$ cat src/verilog/zmips_config.svh
// Shared constants of the zmips core: word width, format codes, ALU ops and forward selects
// Included by every file that uses one of the macros
`ifndef ZMIPS_CONFIG_SVH
`define ZMIPS_CONFIG_SVH

`define ZMIPS_XLEN      32      // Data and address width
`define ZMIPS_NREGS     32      // General registers
`define ZMIPS_PC_STEP   4       // Bytes per instruction

// Instruction format in bits 31:30, 11 runs as a NOP
`define ZMIPS_FMT_REG   2'b00
`define ZMIPS_FMT_LI    2'b01
`define ZMIPS_FMT_BR    2'b10

// Internal ALU op, {shift, op[2:0]}
`define ZMIPS_ALU_ADD   4'b0000
`define ZMIPS_ALU_SUB   4'b0001
`define ZMIPS_ALU_AND   4'b0010
`define ZMIPS_ALU_OR    4'b0011
`define ZMIPS_ALU_XOR   4'b0100
`define ZMIPS_ALU_SLL   4'b1000
`define ZMIPS_ALU_SRL   4'b1001
`define ZMIPS_ALU_SRA   4'b1010
`define ZMIPS_ALU_PASS  4'b1011 // Operand a straight through

// Execute operand source
`define ZMIPS_FWD_REG   2'b00   // Value read in decode
`define ZMIPS_FWD_WB    2'b01   // Write-back data
`define ZMIPS_FWD_MEM   2'b10   // EX/MEM result

`endif

$ cat src/verilog/zmips_pkg.sv
// Vector types shared across the zmips core
// Modules import it in their body and use scoped names on their ports
`include "zmips_config.svh"

package zmips_pkg;

    // Data word, address or instruction
    typedef logic [`ZMIPS_XLEN-1:0] word_t;

    // Register number
    typedef logic [$clog2(`ZMIPS_NREGS)-1:0] reg_idx_t;

    typedef logic [3:0] alu_op_t;   // {shift, op}
    typedef logic [1:0] fwd_sel_t;  // One of the ZMIPS_FWD codes

    // Condition flags {N, C, Z}, same order as funct bits 2:0
    typedef logic [2:0] flags_t;

endpackage

$ cat src/verilog/zmips_pipe_if.sv
// ID/EX and EX/MEM pipeline registers of the zmips core
// Decode and execute drive them, the later stage and the hazard unit read them
`timescale 1ns/1ps

interface zmips_id_ex_if;
    import zmips_pkg::*;

    word_t    reg_0;        // rs value read in decode
    word_t    reg_1;        // rt value
    reg_idx_t rs;
    reg_idx_t rt;
    reg_idx_t wb_reg;       // Destination, r0 for load immediate
    word_t    immd_se;
    alu_op_t  alu_op;
    logic [4:0] shamt;
    logic     alusrc;       // Immediate replaces operand a
    logic     memrd;
    logic     memwr;
    logic     wrreg;
    flags_t   wr_flags;     // Per-flag update enables

    modport decode (output reg_0, reg_1, rs, rt, wb_reg, immd_se, alu_op, shamt,
                    alusrc, memrd, memwr, wrreg, wr_flags);
    modport execute (input reg_0, reg_1, rs, rt, wb_reg, immd_se, alu_op, shamt,
                     alusrc, memrd, memwr, wrreg, wr_flags);
    modport hazard (input rs, rt, wb_reg, memrd);
endinterface

interface zmips_ex_mem_if;
    import zmips_pkg::*;

    word_t    alu_rslt;     // Result, or address of a memory access
    word_t    data;         // Store data
    reg_idx_t wb_reg;
    logic     memrd;
    logic     memwr;
    logic     wrreg;

    modport execute (output alu_rslt, data, wb_reg, memrd, memwr, wrreg);
    modport mem_wb (input alu_rslt, data, wb_reg, memrd, memwr, wrreg);
    modport hazard (input wb_reg, wrreg);
endinterface

$ cat src/verilog/zmips_alu.sv
// ALU: add, subtract, logic, barrel shift and pass of operand a
// Produces N, C and Z; C is the carry for add, no borrow for sub and 0 otherwise
`timescale 1ns/1ps
`include "zmips_config.svh"

module zmips_alu
(
    input  zmips_pkg::word_t   a,
    input  zmips_pkg::word_t   b,
    input  zmips_pkg::alu_op_t op,
    input  logic [4:0]         shamt,
    output zmips_pkg::word_t   y,
    output zmips_pkg::flags_t  flags
);

    logic                 sub;
    logic [`ZMIPS_XLEN:0] sum;      // Carry out in the top bit
    logic                 carry;

    // Shared adder, sub adds ~b plus one so the carry reads as no borrow
    assign sub = (op == `ZMIPS_ALU_SUB);
    assign sum = {1'b0, a} + {1'b0, sub ? ~b : b} + {{`ZMIPS_XLEN{1'b0}}, sub};

    always_comb
    begin
        carry = 1'b0;
        case (op)
            `ZMIPS_ALU_ADD, `ZMIPS_ALU_SUB:
            begin
                y     = sum[`ZMIPS_XLEN-1:0];
                carry = sum[`ZMIPS_XLEN];
            end
            `ZMIPS_ALU_AND:  y = a & b;
            `ZMIPS_ALU_OR:   y = a | b;
            `ZMIPS_ALU_XOR:  y = a ^ b;
            `ZMIPS_ALU_SLL:  y = a << shamt;
            `ZMIPS_ALU_SRL:  y = a >> shamt;
            `ZMIPS_ALU_SRA:  y = $signed(a) >>> shamt;   // Sign fill
            `ZMIPS_ALU_PASS: y = a;
            default:         y = '0;                     // Unused funct codes
        endcase
    end

    assign flags = {y[`ZMIPS_XLEN-1], carry, y == '0};  // {N, C, Z}

endmodule

$ cat src/verilog/zmips_decode.sv
// Decode stage: field split, control decode, branch decision and the ID/EX register
// Branches resolve here, with flags forwarded from the instruction in execute
`timescale 1ns/1ps
`include "zmips_config.svh"

module zmips_decode
(
    input  logic                clk,
    input  logic                rst,
    input  zmips_pkg::word_t    if_pc_next,
    input  zmips_pkg::word_t    if_ir,
    input  logic                stall,
    input  zmips_pkg::reg_idx_t wb_addr,
    input  zmips_pkg::word_t    wb_data,
    input  logic                wb_wr,
    input  zmips_pkg::flags_t   ex_flags,
    input  zmips_pkg::flags_t   ex_wr_flags,
    input  zmips_pkg::flags_t   flags,
    output logic                branch_taken,
    output zmips_pkg::word_t    branch_target,
    output zmips_pkg::reg_idx_t id_rs,
    output zmips_pkg::reg_idx_t id_rt,
    output logic                id_uses_regs,
    zmips_id_ex_if.decode       id_ex
);
    import zmips_pkg::*;

    logic [1:0] fmt;
    logic       is_reg;
    logic       is_li;
    logic       is_br;
    logic       is_mem;         // Load or store
    logic       is_wb;          // Bit 28, write back or load
    reg_idx_t   rd;
    word_t      immd_se;
    word_t      reg_0;
    word_t      reg_1;
    flags_t     fwd_flags;
    logic       flag_bit;       // Flag picked by bits 27:26
    logic       br_cond;
    alu_op_t    alu_op;
    logic       kill;           // Clears the ID/EX controls

    assign fmt     = if_ir[31:30];
    assign is_reg  = (fmt == `ZMIPS_FMT_REG);
    assign is_li   = (fmt == `ZMIPS_FMT_LI);
    assign is_br   = (fmt == `ZMIPS_FMT_BR);
    assign is_mem  = is_reg & if_ir[29];
    assign is_wb   = if_ir[28];
    assign id_rs   = if_ir[25:21];
    assign id_rt   = if_ir[20:16];
    assign rd      = if_ir[15:11];
    assign immd_se = {{6{if_ir[25]}}, if_ir[25:0]};

    assign id_uses_regs = is_reg;   // Only register format reads rs and rt

    zmips_regfile u_regfile
    (
        .clk       (clk),
        .rd_addr_0 (id_rs),
        .rd_addr_1 (id_rt),
        .wr_addr   (wb_addr),
        .wr_data   (wb_data),
        .wr        (wb_wr),
        .rd_data_0 (reg_0),
        .rd_data_1 (reg_1)
    );

    // A flag being written by the instruction in execute wins over the register
    assign fwd_flags = (ex_wr_flags & ex_flags) | (~ex_wr_flags & flags);

    always_comb
    begin
        case (if_ir[27:26])
            2'b00:   flag_bit = fwd_flags[0];  // Z
            2'b01:   flag_bit = fwd_flags[1];  // C
            default: flag_bit = fwd_flags[2];  // N, unused for always
        endcase
    end

    // Bit 29 picks branch on set or on clear
    assign br_cond = (&if_ir[27:26]) | (flag_bit == if_ir[29]);

    // Every branch redirects fetch; not taken goes back to the fall-through word
    assign branch_taken  = is_br;
    assign branch_target = br_cond ? if_pc_next + {immd_se[29:0], 2'b00} : if_pc_next;

    // Memory ops and load immediate pass operand a through
    assign alu_op = (is_li || is_mem) ? `ZMIPS_ALU_PASS :
                    if_ir[26] ? {2'b10, if_ir[4:3]} : {1'b0, if_ir[5:3]};

    assign kill = stall | ~(is_reg | is_li);   // Bubble, branch or format 11

    always_ff @(posedge clk)
    begin
        id_ex.reg_0   <= reg_0;
        id_ex.reg_1   <= reg_1;
        id_ex.rs      <= id_rs;
        id_ex.rt      <= id_rt;
        id_ex.wb_reg  <= is_li ? '0 : rd;   // Load immediate targets r0
        id_ex.immd_se <= immd_se;
        id_ex.alu_op  <= alu_op;
        id_ex.shamt   <= if_ir[10:6];
        id_ex.alusrc  <= is_li;
        if (rst || kill)
        begin
            id_ex.memrd    <= 1'b0;
            id_ex.memwr    <= 1'b0;
            id_ex.wrreg    <= 1'b0;
            id_ex.wr_flags <= '0;
        end
        else
        begin
            id_ex.memrd    <= is_mem & is_wb;
            id_ex.memwr    <= is_mem & ~is_wb;
            id_ex.wrreg    <= (is_reg & is_wb) | is_li;
            id_ex.wr_flags <= (is_reg & ~is_mem) ? if_ir[2:0] : '0;  // Memory ops keep flags
        end
    end

endmodule

$ cat src/verilog/zmips_execute.sv
// Execute stage: operand forwarding, ALU, flag registers and the EX/MEM register
// Flags update at the end of execute and are also sent back to decode for branches
`timescale 1ns/1ps
`include "zmips_config.svh"

module zmips_execute
(
    input  logic                 clk,
    input  logic                 rst,
    zmips_id_ex_if.execute       id_ex,
    input  zmips_pkg::fwd_sel_t  rs_src,
    input  zmips_pkg::fwd_sel_t  rt_src,
    input  zmips_pkg::word_t     wb_data,
    output zmips_pkg::flags_t    flags,
    output zmips_pkg::flags_t    ex_flags,
    output zmips_pkg::flags_t    ex_wr_flags,
    zmips_ex_mem_if.execute      ex_mem
);
    import zmips_pkg::*;

    word_t  a_fwd;      // rs after forwarding
    word_t  b_fwd;      // rt after forwarding, also the store data
    word_t  alu_a;
    word_t  alu_y;

    always_comb
    begin
        case (rs_src)
            `ZMIPS_FWD_WB:  a_fwd = wb_data;
            `ZMIPS_FWD_MEM: a_fwd = ex_mem.alu_rslt;
            default:        a_fwd = id_ex.reg_0;
        endcase
        case (rt_src)
            `ZMIPS_FWD_WB:  b_fwd = wb_data;
            `ZMIPS_FWD_MEM: b_fwd = ex_mem.alu_rslt;
            default:        b_fwd = id_ex.reg_1;
        endcase
    end

    assign alu_a = id_ex.alusrc ? id_ex.immd_se : a_fwd;   // Load immediate

    zmips_alu u_alu
    (
        .a     (alu_a),
        .b     (b_fwd),
        .op    (id_ex.alu_op),
        .shamt (id_ex.shamt),
        .y     (alu_y),
        .flags (ex_flags)
    );

    assign ex_wr_flags = id_ex.wr_flags;

    // Each flag loads only under its own enable
    always_ff @(posedge clk)
    begin
        if (rst)
        begin
            flags <= '0;
        end
        else
        begin
            flags <= (ex_wr_flags & ex_flags) | (~ex_wr_flags & flags);
        end
    end

    always_ff @(posedge clk)
    begin
        ex_mem.alu_rslt <= alu_y;
        ex_mem.data     <= b_fwd;
        ex_mem.wb_reg   <= id_ex.wb_reg;
        if (rst)
        begin
            ex_mem.memrd <= 1'b0;
            ex_mem.memwr <= 1'b0;
            ex_mem.wrreg <= 1'b0;
        end
        else
        begin
            ex_mem.memrd <= id_ex.memrd;
            ex_mem.memwr <= id_ex.memwr;
            ex_mem.wrreg <= id_ex.wrreg;
        end
    end

endmodule

$ cat src/verilog/zmips_fetch.sv
// Fetch stage: program counter, next-PC choice and the IF/ID register
// A branch in decode redirects the PC and turns the fetched word into a NOP
`timescale 1ns/1ps
`include "zmips_config.svh"

module zmips_fetch
(
    input  logic             clk,
    input  logic             rst,
    input  logic             stall,
    input  logic             branch_taken,   // Branch in decode, redirect
    input  zmips_pkg::word_t branch_target,
    input  zmips_pkg::word_t i_data,
    output zmips_pkg::word_t i_addr,
    output zmips_pkg::word_t if_pc_next,
    output zmips_pkg::word_t if_ir
);
    import zmips_pkg::*;

    word_t pc;
    word_t pc_inc;

    assign pc_inc = pc + `ZMIPS_PC_STEP;
    assign i_addr = pc;     // Instruction memory answers in the same cycle

    always_ff @(posedge clk)
    begin
        if (rst)
        begin
            pc    <= '0;
            if_ir <= '0;    // All zero is a NOP
        end
        else if (!stall)
        begin
            pc    <= branch_taken ? branch_target : pc_inc;
            if_ir <= branch_taken ? '0 : i_data;   // The one bubble after a branch
        end
    end

    // Fall-through address, used as branch base
    always_ff @(posedge clk)
    begin
        if (!stall)
        begin
            if_pc_next <= pc_inc;
        end
    end

endmodule

$ cat src/verilog/zmips_hazard_unit.sv
// Hazard unit: load-use stall and forward selects for the execute operands
// The EX/MEM match wins over the write-back match
`timescale 1ns/1ps
`include "zmips_config.svh"

module zmips_hazard_unit
(
    input  zmips_pkg::reg_idx_t  id_rs,
    input  zmips_pkg::reg_idx_t  id_rt,
    input  logic                 id_uses_regs,
    zmips_id_ex_if.hazard        id_ex,
    zmips_ex_mem_if.hazard       ex_mem,
    input  zmips_pkg::reg_idx_t  wb_addr,
    input  logic                 wb_wr,
    output logic                 stall,
    output zmips_pkg::fwd_sel_t  rs_src,
    output zmips_pkg::fwd_sel_t  rt_src
);

    // Load in execute feeding decode; the bubble it inserts ends the stall next cycle
    assign stall = id_ex.memrd & id_uses_regs &
                   ((id_ex.wb_reg == id_rs) | (id_ex.wb_reg == id_rt));

    assign rs_src = (ex_mem.wrreg && ex_mem.wb_reg == id_ex.rs) ? `ZMIPS_FWD_MEM :
                    (wb_wr && wb_addr == id_ex.rs)               ? `ZMIPS_FWD_WB  :
                                                                   `ZMIPS_FWD_REG;

    assign rt_src = (ex_mem.wrreg && ex_mem.wb_reg == id_ex.rt) ? `ZMIPS_FWD_MEM :
                    (wb_wr && wb_addr == id_ex.rt)               ? `ZMIPS_FWD_WB  :
                                                                   `ZMIPS_FWD_REG;

endmodule

$ cat src/verilog/zmips_mem_wb.sv
// Memory and write-back stages: data memory strobes, MEM/WB register, result select
// The write-back bus also feeds the register file and the forwarding muxes
`timescale 1ns/1ps

module zmips_mem_wb
(
    input  logic                clk,
    input  logic                rst,
    zmips_ex_mem_if.mem_wb      ex_mem,
    input  zmips_pkg::word_t    d_data_i,
    output zmips_pkg::word_t    d_addr,
    output zmips_pkg::word_t    d_data_o,
    output logic                d_rd,
    output logic                d_wr,
    output zmips_pkg::reg_idx_t wb_addr,
    output zmips_pkg::word_t    wb_data,
    output logic                wb_wr
);
    import zmips_pkg::*;

    word_t memd;        // Loaded word
    word_t alud;        // ALU result
    logic  memrd;

    // One-cycle strobes straight from EX/MEM
    assign d_addr   = ex_mem.alu_rslt;
    assign d_data_o = ex_mem.data;
    assign d_rd     = ex_mem.memrd;
    assign d_wr     = ex_mem.memwr;

    always_ff @(posedge clk)
    begin
        memd    <= d_data_i;    // Valid in the cycle of d_rd
        alud    <= ex_mem.alu_rslt;
        wb_addr <= ex_mem.wb_reg;
        if (rst)
        begin
            memrd <= 1'b0;
            wb_wr <= 1'b0;
        end
        else
        begin
            memrd <= ex_mem.memrd;
            wb_wr <= ex_mem.wrreg;
        end
    end

    assign wb_data = memrd ? memd : alud;

endmodule

$ cat src/verilog/zmips_regfile.sv
// General register file, two read ports and one write port
// A read of the register being written returns the new value
`timescale 1ns/1ps
`include "zmips_config.svh"

module zmips_regfile
(
    input  logic                clk,
    input  zmips_pkg::reg_idx_t rd_addr_0,
    input  zmips_pkg::reg_idx_t rd_addr_1,
    input  zmips_pkg::reg_idx_t wr_addr,
    input  zmips_pkg::word_t    wr_data,
    input  logic                wr,
    output zmips_pkg::word_t    rd_data_0,
    output zmips_pkg::word_t    rd_data_1
);
    import zmips_pkg::*;

    word_t regs [`ZMIPS_NREGS];

    always_ff @(posedge clk)
    begin
        if (wr)
        begin
            regs[wr_addr] <= wr_data;
        end
    end

    // Write-through bypass
    assign rd_data_0 = (wr && wr_addr == rd_addr_0) ? wr_data : regs[rd_addr_0];
    assign rd_data_1 = (wr && wr_addr == rd_addr_1) ? wr_data : regs[rd_addr_1];

endmodule

$ cat src/verilog/zmips_top.sv
// Top level of the zmips five-stage core
// Instruction memory is read combinationally at i_addr; data memory is a strobed port
`timescale 1ns/1ps
`include "zmips_config.svh"

module zmips_top
(
    input  logic                   clk,
    input  logic                   rst,
    input  logic [`ZMIPS_XLEN-1:0] i_data,
    output logic [`ZMIPS_XLEN-1:0] i_addr,
    input  logic [`ZMIPS_XLEN-1:0] d_data_i,
    output logic [`ZMIPS_XLEN-1:0] d_addr,
    output logic [`ZMIPS_XLEN-1:0] d_data_o,
    output logic                   d_rd,
    output logic                   d_wr
);
    import zmips_pkg::*;

    word_t    if_pc_next;
    word_t    if_ir;
    word_t    branch_target;
    logic     branch_taken;
    logic     stall;
    reg_idx_t id_rs;
    reg_idx_t id_rt;
    logic     id_uses_regs;
    flags_t   flags;
    flags_t   ex_flags;
    flags_t   ex_wr_flags;
    fwd_sel_t rs_src;
    fwd_sel_t rt_src;
    reg_idx_t wb_addr;      // Write-back bus
    word_t    wb_data;
    logic     wb_wr;

    zmips_id_ex_if  id_ex ();
    zmips_ex_mem_if ex_mem ();

    zmips_fetch u_fetch (.clk, .rst, .stall, .branch_taken, .branch_target, .i_data,
                         .i_addr, .if_pc_next, .if_ir);

    zmips_decode u_decode (.clk, .rst, .if_pc_next, .if_ir, .stall, .wb_addr, .wb_data,
                           .wb_wr, .ex_flags, .ex_wr_flags, .flags, .branch_taken,
                           .branch_target, .id_rs, .id_rt, .id_uses_regs,
                           .id_ex (id_ex.decode));

    zmips_execute u_execute (.clk, .rst, .id_ex (id_ex.execute), .rs_src, .rt_src,
                             .wb_data, .flags, .ex_flags, .ex_wr_flags,
                             .ex_mem (ex_mem.execute));

    zmips_mem_wb u_mem_wb (.clk, .rst, .ex_mem (ex_mem.mem_wb), .d_data_i, .d_addr,
                           .d_data_o, .d_rd, .d_wr, .wb_addr, .wb_data, .wb_wr);

    zmips_hazard_unit u_hazard (.id_rs, .id_rt, .id_uses_regs, .id_ex (id_ex.hazard),
                                .ex_mem (ex_mem.hazard), .wb_addr, .wb_wr, .stall,
                                .rs_src, .rt_src);

endmodule
$ cat config.mk
export PLATFORM = sky130hd
export DESIGN_NAME = zmips_top
export DESIGN_NICKNAME = d
export VERILOG_FILES = /design/src/verilog/zmips_pkg.sv /design/src/verilog/zmips_pipe_if.sv /design/src/verilog/zmips_alu.sv /design/src/verilog/zmips_decode.sv /design/src/verilog/zmips_execute.sv /design/src/verilog/zmips_fetch.sv /design/src/verilog/zmips_hazard_unit.sv /design/src/verilog/zmips_mem_wb.sv /design/src/verilog/zmips_regfile.sv /design/src/verilog/zmips_top.sv
export VERILOG_INCLUDE_DIRS = /design/src /design/src/verilog
export SDC_FILE = /design/constraint.sdc
export NUM_CORES = 2
export LEC_CHECK = 0
export BUFFER_PORTS_ARGS = -buffer_cell sky130_fd_sc_hd__buf_2
export CAP_MARGIN = 25
export CORE_UTILIZATION = 40
export DETAILED_ROUTE_END_ITERATION = 7
export PLACE_DENSITY = 0.61
export SETUP_SLACK_MARGIN = 0.1
export SLEW_MARGIN = 40
export SYNTH_ARGS = -nofsm -noshare
export SYNTH_HDL_FRONTEND = slang
export SYNTH_HIERARCHICAL = 1
export SYNTH_SLANG_ARGS = --single-unit
$ cat constraint.sdc
create_clock -name clk -period 22.8 [get_ports clk]
set_input_delay 0 -clock clk [delete_from_list [all_inputs] [get_ports clk]]
set_output_delay 0 -clock clk [all_outputs]
set_load 0.01 [all_outputs]
Word-level counts from Yosys, hierarchy flattened
Memories as Yosys holds them, arrays and structs flattened. A register that Yosys moved wholly into a read port is not among the register bits.
Index checks and enable logic that the tools add are counted.
W data, S select, Z words.

operators by class
  multipliers = 0
  magnitude comparators = 0
  reduce and logical (&&, ||, !) cells = 14
  bitwise gates (word level) = 24
  div/mod/pow operators = 0
  shift operators = 3
  add/subtract/negate cells = 4
  equality and inequality tests = 22
  mux-type cells = 18

operators by type and width
  kind                     count
  $pmux W32 S8             1
  $mux W32                 6
  $pmux W32 S2             2
  $add A32 B32 Y33         1
  $add A33 B1 Y33          1
  $add A32 B3 Y32 const B  1
  $add A32 B32 Y32         1
  $and A32 B32 Y32         1
  $logic_not A32 Y1        1
  $not A32 Y32             1
  $or A32 B32 Y32          1
  $shl A32 B5 Y32          1
  $shr A32 B5 Y32          1
  $sshr A32 B5 Y32         1
  $xor A32 B32 Y32         1
  $eq A5 B5 Y1             6
  $eq A4 B4 Y1 const B     4
  $eq A2 B1 Y1 const B     4
  $eq A4 B2 Y1 const B     2
  $and A1 B1 Y1            7
  $and A3 B3 Y3            2
  $eq A2 B2 Y1 const B     3
  $reduce_or A2 Y1         3
  $mux W1                  5
  other kinds (15)         28

storage, ports and cells
  output and inout port bits = 98
  memories kept = 1
  ROM bits = 0
  bits in latches = 0
  bits in writable memories = 1024
  register bits after elaboration = 299

memories
  memory                   depth  width  read ports  clocked after memory_dff  wr ports  line                 RTL
  u_decode.u_regfile.regs  32     32     2           2                         1         zmips_regfile.sv:19  word_t regs [`ZMIPS_NREGS];

Longest topological paths before layout
  depth after elaboration = 19
  gate-level depth with buffers = 37

Modules after synthesis
Netlist, hierarchy kept.

by module, submodules not included
  module             cells each  times used  area an instance (um^2)
  zmips_regfile      3227        1           49759.0
  zmips_alu          1275        1           9152.5
  zmips_decode       454         1           4431.8
  zmips_fetch        468         1           4405.5
  zmips_execute      353         1           3195.6
  zmips_mem_wb       175         1           2473.6
  zmips_hazard_unit  45          1           366.6

Least setup slack after synthesis
OpenSTA, ideal clock, no wires.

  kind = register to register
  start = register, netlist name u_decode/id_ex.immd_se[25]
  end = register u_fetch.pc[31], in the netlist u_fetch/i_addr[31]
  setup time = 132 ps
  arrival time = 7161 ps
  stages on the path, launching flop included = 34
  path slack = 15506 ps
  data required time = 22668 ps
  path through = dfxtp_1 -> buf_4 -> xor2_1 -> nor4_2 -> a311oi_1 -> inv_1 -> ha_1 -> buf_6 -> buf_2 -> a221oi_1 -> o31ai_1 -> clkbuf_1 -> inv_1 -> fa_1 -> nand2b_1 -> a211oi_1 -> o21ai_1 -> o21ai_0 -> xor2_1 -> a221o_1 -> or4_4 -> nor3_2 -> nand4b_1 -> or4b_1 -> nor3_2 -> a211oi_1 -> a21oi_1 -> xor2_1 -> o21a_1 -> and4b_1 -> a211o_1 -> xor2_1 -> a222oi_1 -> a21oi_1

RTL lines
  item                                            line                 RTL
  $mux W32 *                                      zmips_execute.sv:40  assign alu_a = id_ex.alusrc ? id_ex.immd_se : a_fwd;
  $sshr A32 B5 Y32, or another cell as far along  zmips_alu.sv:38      `ZMIPS_ALU_SRA: y = $signed(a) >>> shamt;
  $pmux W32 S8 *                                  zmips_alu.sv:27      case (op)
  named net u_execute.alu_y[10]                   zmips_execute.sv:24  word_t alu_y;
  $logic_not A32 Y1 *                             zmips_alu.sv:44      assign flags = {y[`ZMIPS_XLEN-1], carry, y == '0};
  named net ex_flags[0]                           zmips_top.sv:29      flags_t ex_flags;
  $and A3 B3 Y3 *                                 zmips_decode.sv:70   assign fwd_flags = (ex_wr_flags & ex_flags) | (~ex_wr_flags & flags);
  $or A3 B3 Y3 *                                  zmips_decode.sv:70
  $pmux W1 S2 *                                   zmips_decode.sv:74   case (if_ir[27:26])
  $eq A1 B1 Y1 *                                  zmips_decode.sv:82   assign br_cond = (&if_ir[27:26]) | (flag_bit == if_ir[29]);
  $or A1 B1 Y1 *                                  zmips_decode.sv:82
  $mux W32 *                                      zmips_decode.sv:86   assign branch_target = br_cond ? if_pc_next + {immd_se[29:0], 2'b00} : if_pc_next;
  named net branch_target[31]                     zmips_top.sv:22      word_t branch_target;
  $mux W32 *                                      zmips_fetch.sv:35    pc <= branch_taken ? branch_target : pc_inc;
  end signal, assigned                            zmips_fetch.sv:35
  end, declared                                   zmips_fetch.sv:20    word_t pc;

The timed path passes the listed nets; every way through them passes the cells marked *.
A chain may end at the register's enable or synchronous reset.

Worst setup path in the final report
  start = register, netlist name u_decode/id_ex.immd_se[25]
  end = register u_fetch.pc[31], in the netlist u_fetch/i_addr[31]

RTL lines
  item                                            line
  $mux W32 *                                      zmips_execute.sv:40
  $sshr A32 B5 Y32, or another cell as far along  zmips_alu.sv:38
  $pmux W32 S8 *                                  zmips_alu.sv:27
  named net u_execute.alu_y[10]                   zmips_execute.sv:24
  $logic_not A32 Y1 *                             zmips_alu.sv:44
  named net ex_flags[0]                           zmips_top.sv:29
  $and A3 B3 Y3 *                                 zmips_decode.sv:70
  $or A3 B3 Y3 *                                  zmips_decode.sv:70
  $pmux W1 S2 *                                   zmips_decode.sv:74
  $eq A1 B1 Y1 *                                  zmips_decode.sv:82
  $or A1 B1 Y1 *                                  zmips_decode.sv:82
  $mux W32 *                                      zmips_decode.sv:86
  named net branch_target[31]                     zmips_top.sv:22
  $mux W32 *                                      zmips_fetch.sv:35

Marks and branches as above.

==> parameters.txt <==
Parameter                              Value

Outcome
  Status ... finished, final reports clean

Clock tree
  Clock transition at the registers of the reported paths ... approximately 70 ps
  Max Root-Sink Buffers ... 3
  CTS root buf ... sky130_fd_sc_hd__clkbuf_16
  CTS tree ... done
  Later-pin clock latency in the skew report ... 810 ps
  Hold buffer count at cts ... ~160
  Number of gates resized after cts ... 0
  Maximum level of the CTS H-tree ... 4
  Post-CTS Setup Bufs ... 0
  Clk sinks ... approximately 1,400
  Number of buffers added by the clock tree synthesis step ... 150

Synthesis
  Post-Synthesis Mean Instance Area ... between 10 and 15 µm²
  Distinct cell type count after synthesis ... roughly 110
  Number of flops mapped to enable cells by yosys ... 1,056
  Synth Net Count ... 6,200
  Flip-flop cell with the highest count after synthesis ... sky130_fd_sc_hd__edfxtp_1
  Count of yosys warnings during synthesis ... 6
  Post-synthesis cell count ... roughly 6,000
  Post-Synthesis Cell Area ... approximately 0.074 mm²
  Sequential share of the synthesized area ... 0.5155
  Area leader, netlist ... sky130_fd_sc_hd__edfxtp_1
  Area contributors post-synth ... sky130_fd_sc_hd__edfxtp_1 (43%), sky130_fd_sc_hd__mux2i_1 (15%), sky130_fd_sc_hd__dfxtp_1 (8.6%)
  Fraction of synthesized cell area taken by the top area cell type ... 0.4298
  Post-synthesis async set-or-reset flop share ... 0
  Number of flip-flops and latches in the synthesized netlist ... between 1,000 and 1,500

STA
  Relative slew slack ... 0.3784
  Crit share post-route ... 0.4231
  Max Freq ... 0.1037 GHz
  Pin slew with the least headroom to its limit ... slightly above 900 ps
  Smallest setup slack after layout ... approximately 13,000 ps
  Hold Violations, Final ... 0
  Total negative slack ... 0 ps
  Number of failing setup endpoints in the final timing report ... 0
  Final setup skew ... 34.37 ps
  RSZ-0062 raised after global routing ... no
  Shortest period the worst path allows ... 9647 ps
  Pins Over Slew Limit ... 0

Power
  Power density over the cells ... between 80 and 90 mW/mm²
  LEAKAGE ... around 28 nW
  IR Drop Worst-Case VDD ... around 70 µV

Layout
  Commonest non-fill, non-tap cell in the layout ... sky130_fd_sc_hd__mux2i_1
  Final #Nets ... approximately 6,300
  Layout overhead on the synthesized area ... 12.30%
  Commonest non-fill, non-tap cells in the layout ... sky130_fd_sc_hd__mux2i_1 (1,100), sky130_fd_sc_hd__edfxtp_1 (1,056), sky130_fd_sc_hd__a22oi_1 (335)
  Number of filler instances in the final layout ... roughly 17,000
  Ratio of cells with drive above 1 in the final layout ... 0.1438
  Final design utilization ... 0.4526
  Top register by number of flip-flops ... u_decode/u_regfile/regs
  Max FFs per register ... 1,024

Placement
  Routability congestion estimate from global placement ... between 1 and 1.5
  Placed wire-length estimate after detailed placement ... 163,400 µm
  Port buffer count ... around 160
  Setup WS pre-CTS ... 13,350 ps

Worst setup path
  Reg2reg end ... u_fetch/i_addr[31]
  Cell depth of the worst flop-to-flop path ... 32
  Class of the most critical setup path ... reg -> reg
  Critical path launch point type ... flip-flop
  Required @ worst endpoint ... about 23,000 ps
  Maximum fanout along the worst path ... 64
  Endpoint class of the critical path ... flip-flop
  Library cell contributing the largest single delay on the critical path ... sky130_fd_sc_hd__dfxtp_1
  Most frequent cell on the critical path ... sky130_fd_sc_hd__xor2_1
  Worst R2R Start ... u_decode/id_ex.immd_se[25]
  Worst R2R Setup Slack ... about 13,000 ps
  Stage delay of the slowest cell on the critical path ... about 800 ps
  Worst Path Arrival ... around 10,000 ps

Detailed routing
  Total wire length after detailed routing ... between 200,000 and 300,000 µm
  Router iterations before antenna repair ... 8
  Drt drc ... 0
  Via density ... 6.261
  Detailed-route wire length per cell ... between 30 and 40 µm
  Number of vias in the routed layout ... between 50,000 and 60,000
  Antenna-violating nets left ... 0
  Starting DRC count in detailed routing ... 6,707

Global routing
  First-pass GRT wire length ... approximately 370,000 µm
  Via count of the first global-routing pass ... roughly 53,000
  Total gr overflow ... 0
  Maximum number of pins on one net before global-route repair ... roughly 120
  Initial antenna violation count ... 5
  Total track usage ... 0.2765

Min path
  Worst hold path startpoint ... rst
  Hold path cells ... 4
  Hold Path Class ... in -> reg
  Hold EP ... u_fetch/i_addr[6]

Floorplanning
  Standard-cell row count ... between 150 and 200
  CORE AREA ... about 0.18 mm²
  Die area ... 0.1862 mm²
  Die extent in x ... about 430 µm
  Die boundary height ... between 400 and 500 µm
  IO Count ... 164
  Initial standard-cell utilization of the core ... 0.4030

Flow run
  Maximum Capacitance Violations ... 0
per-layer routing:
layer	vias to the layer above	part of all wire	global-route usage
met5	-	0.000094	0
met4	4	0.054	0.1356
met3	642	0.083	0.04822
met2	2853	0.45	0.4331
met1	27300	0.41	0.3691
li1	23390	-	-
Yosys cell counts (115+ instances only):
| cell type | instances |
|---|---|
| sky130_fd_sc_hd__a221oi_1 | 157 |
| sky130_fd_sc_hd__nand2_1 | 333 |
| sky130_fd_sc_hd__ha_1 | 135 |
| sky130_fd_sc_hd__buf_4 | 142 |
| sky130_fd_sc_hd__nor2_1 | 231 |
| sky130_fd_sc_hd__clkbuf_1 | 228 |
| sky130_fd_sc_hd__mux2i_1 | 1100 |
| sky130_fd_sc_hd__edfxtp_1 | 1056 |
| sky130_fd_sc_hd__a22oi_1 | 335 |
| sky130_fd_sc_hd__dfxtp_1 | 316 |
| sky130_fd_sc_hd__inv_1 | 115 |
| sky130_fd_sc_hd__a22o_1 | 132 |
| sky130_fd_sc_hd__o21ai_0 | 156 |
| sky130_fd_sc_hd__a21oi_1 | 275 |
worst max path at each step:
stage               slack [ps]                 end                  startpoint  cells past startpoint
CTS                      13310  u_fetch/i_addr[31]         u_mem_wb/wb_addr[4]                     31
global placement         13380  u_fetch/i_addr[31]  u_decode/id_ex.immd_se[25]                     32
detailed placement       13350  u_fetch/i_addr[31]         u_mem_wb/wb_addr[4]                     31
floorplan                15510  u_fetch/i_addr[31]  u_decode/id_ex.immd_se[25]                     33
finish                   13150  u_fetch/i_addr[31]  u_decode/id_ex.immd_se[25]                     32
global route             12650  u_fetch/i_addr[31]         u_mem_wb/wb_addr[4]                     31
cells by family (layout without fill, tap and decap cells):
kind of cell    after synthesis  after routing  share of synthesized area
flops                      1372           1372                     0.5155
xor+xnor                    147            147                    0.01745
other cells                   0              2                          0
buf+inv                     706            897                    0.05443
compound gates             1503           1503                     0.1543
mux                        1205           1205                     0.1744
simple gates                927            927                    0.06052
fa+ha+maj                   137            137                    0.02344
cell type report:
cell class              instances  area [µm²]  area share
flip-flops and latches       1372       38060      0.4593
multi-input cells            3919       32230      0.3890
clock buffers                 216        4323     0.05217
repair buffers                502        4096     0.04944
well taps                    2464        3083     0.03721
clock inverters                63       624.3    0.007535
inverters                     116       435.4    0.005255
diodes                          2       5.005  0.00006040
critical path, delay by kind of cell (launching register included):
| kind | cells | cell delay [ps] |
|---|---|---|
| and+or+nand+nor | 8 | 2420 |
| adders and majority gates | 2 | 770 |
| AOI/OAI and AO/OA | 13 | 3390 |
| xor gates and xnor gates | 4 | 670 |
| DFF | 1 | 780 |
| buffers and inverters | 5 | 1350 |
per-stage QoR:
stage	cell area (µm²)	total power [mW]	std cells	hold WS, ps
after floorplan	73780	4.236	5997	27.72
after global placement	75860	4.863	8198	102.2
after detailed placement	76210	4.867	8212	103.6
after CTS	82710	7.309	8647	310.1
after global routing	82850	7.538	8653	354.3
final	82860	7.332	8654	342.7
power breakdown:
group	switching, mW	internal [mW]
logic	1.15	0.522
registers	0.156	3.07
clock network	1.05	1.39
Power figures use the tool's default switching activity.
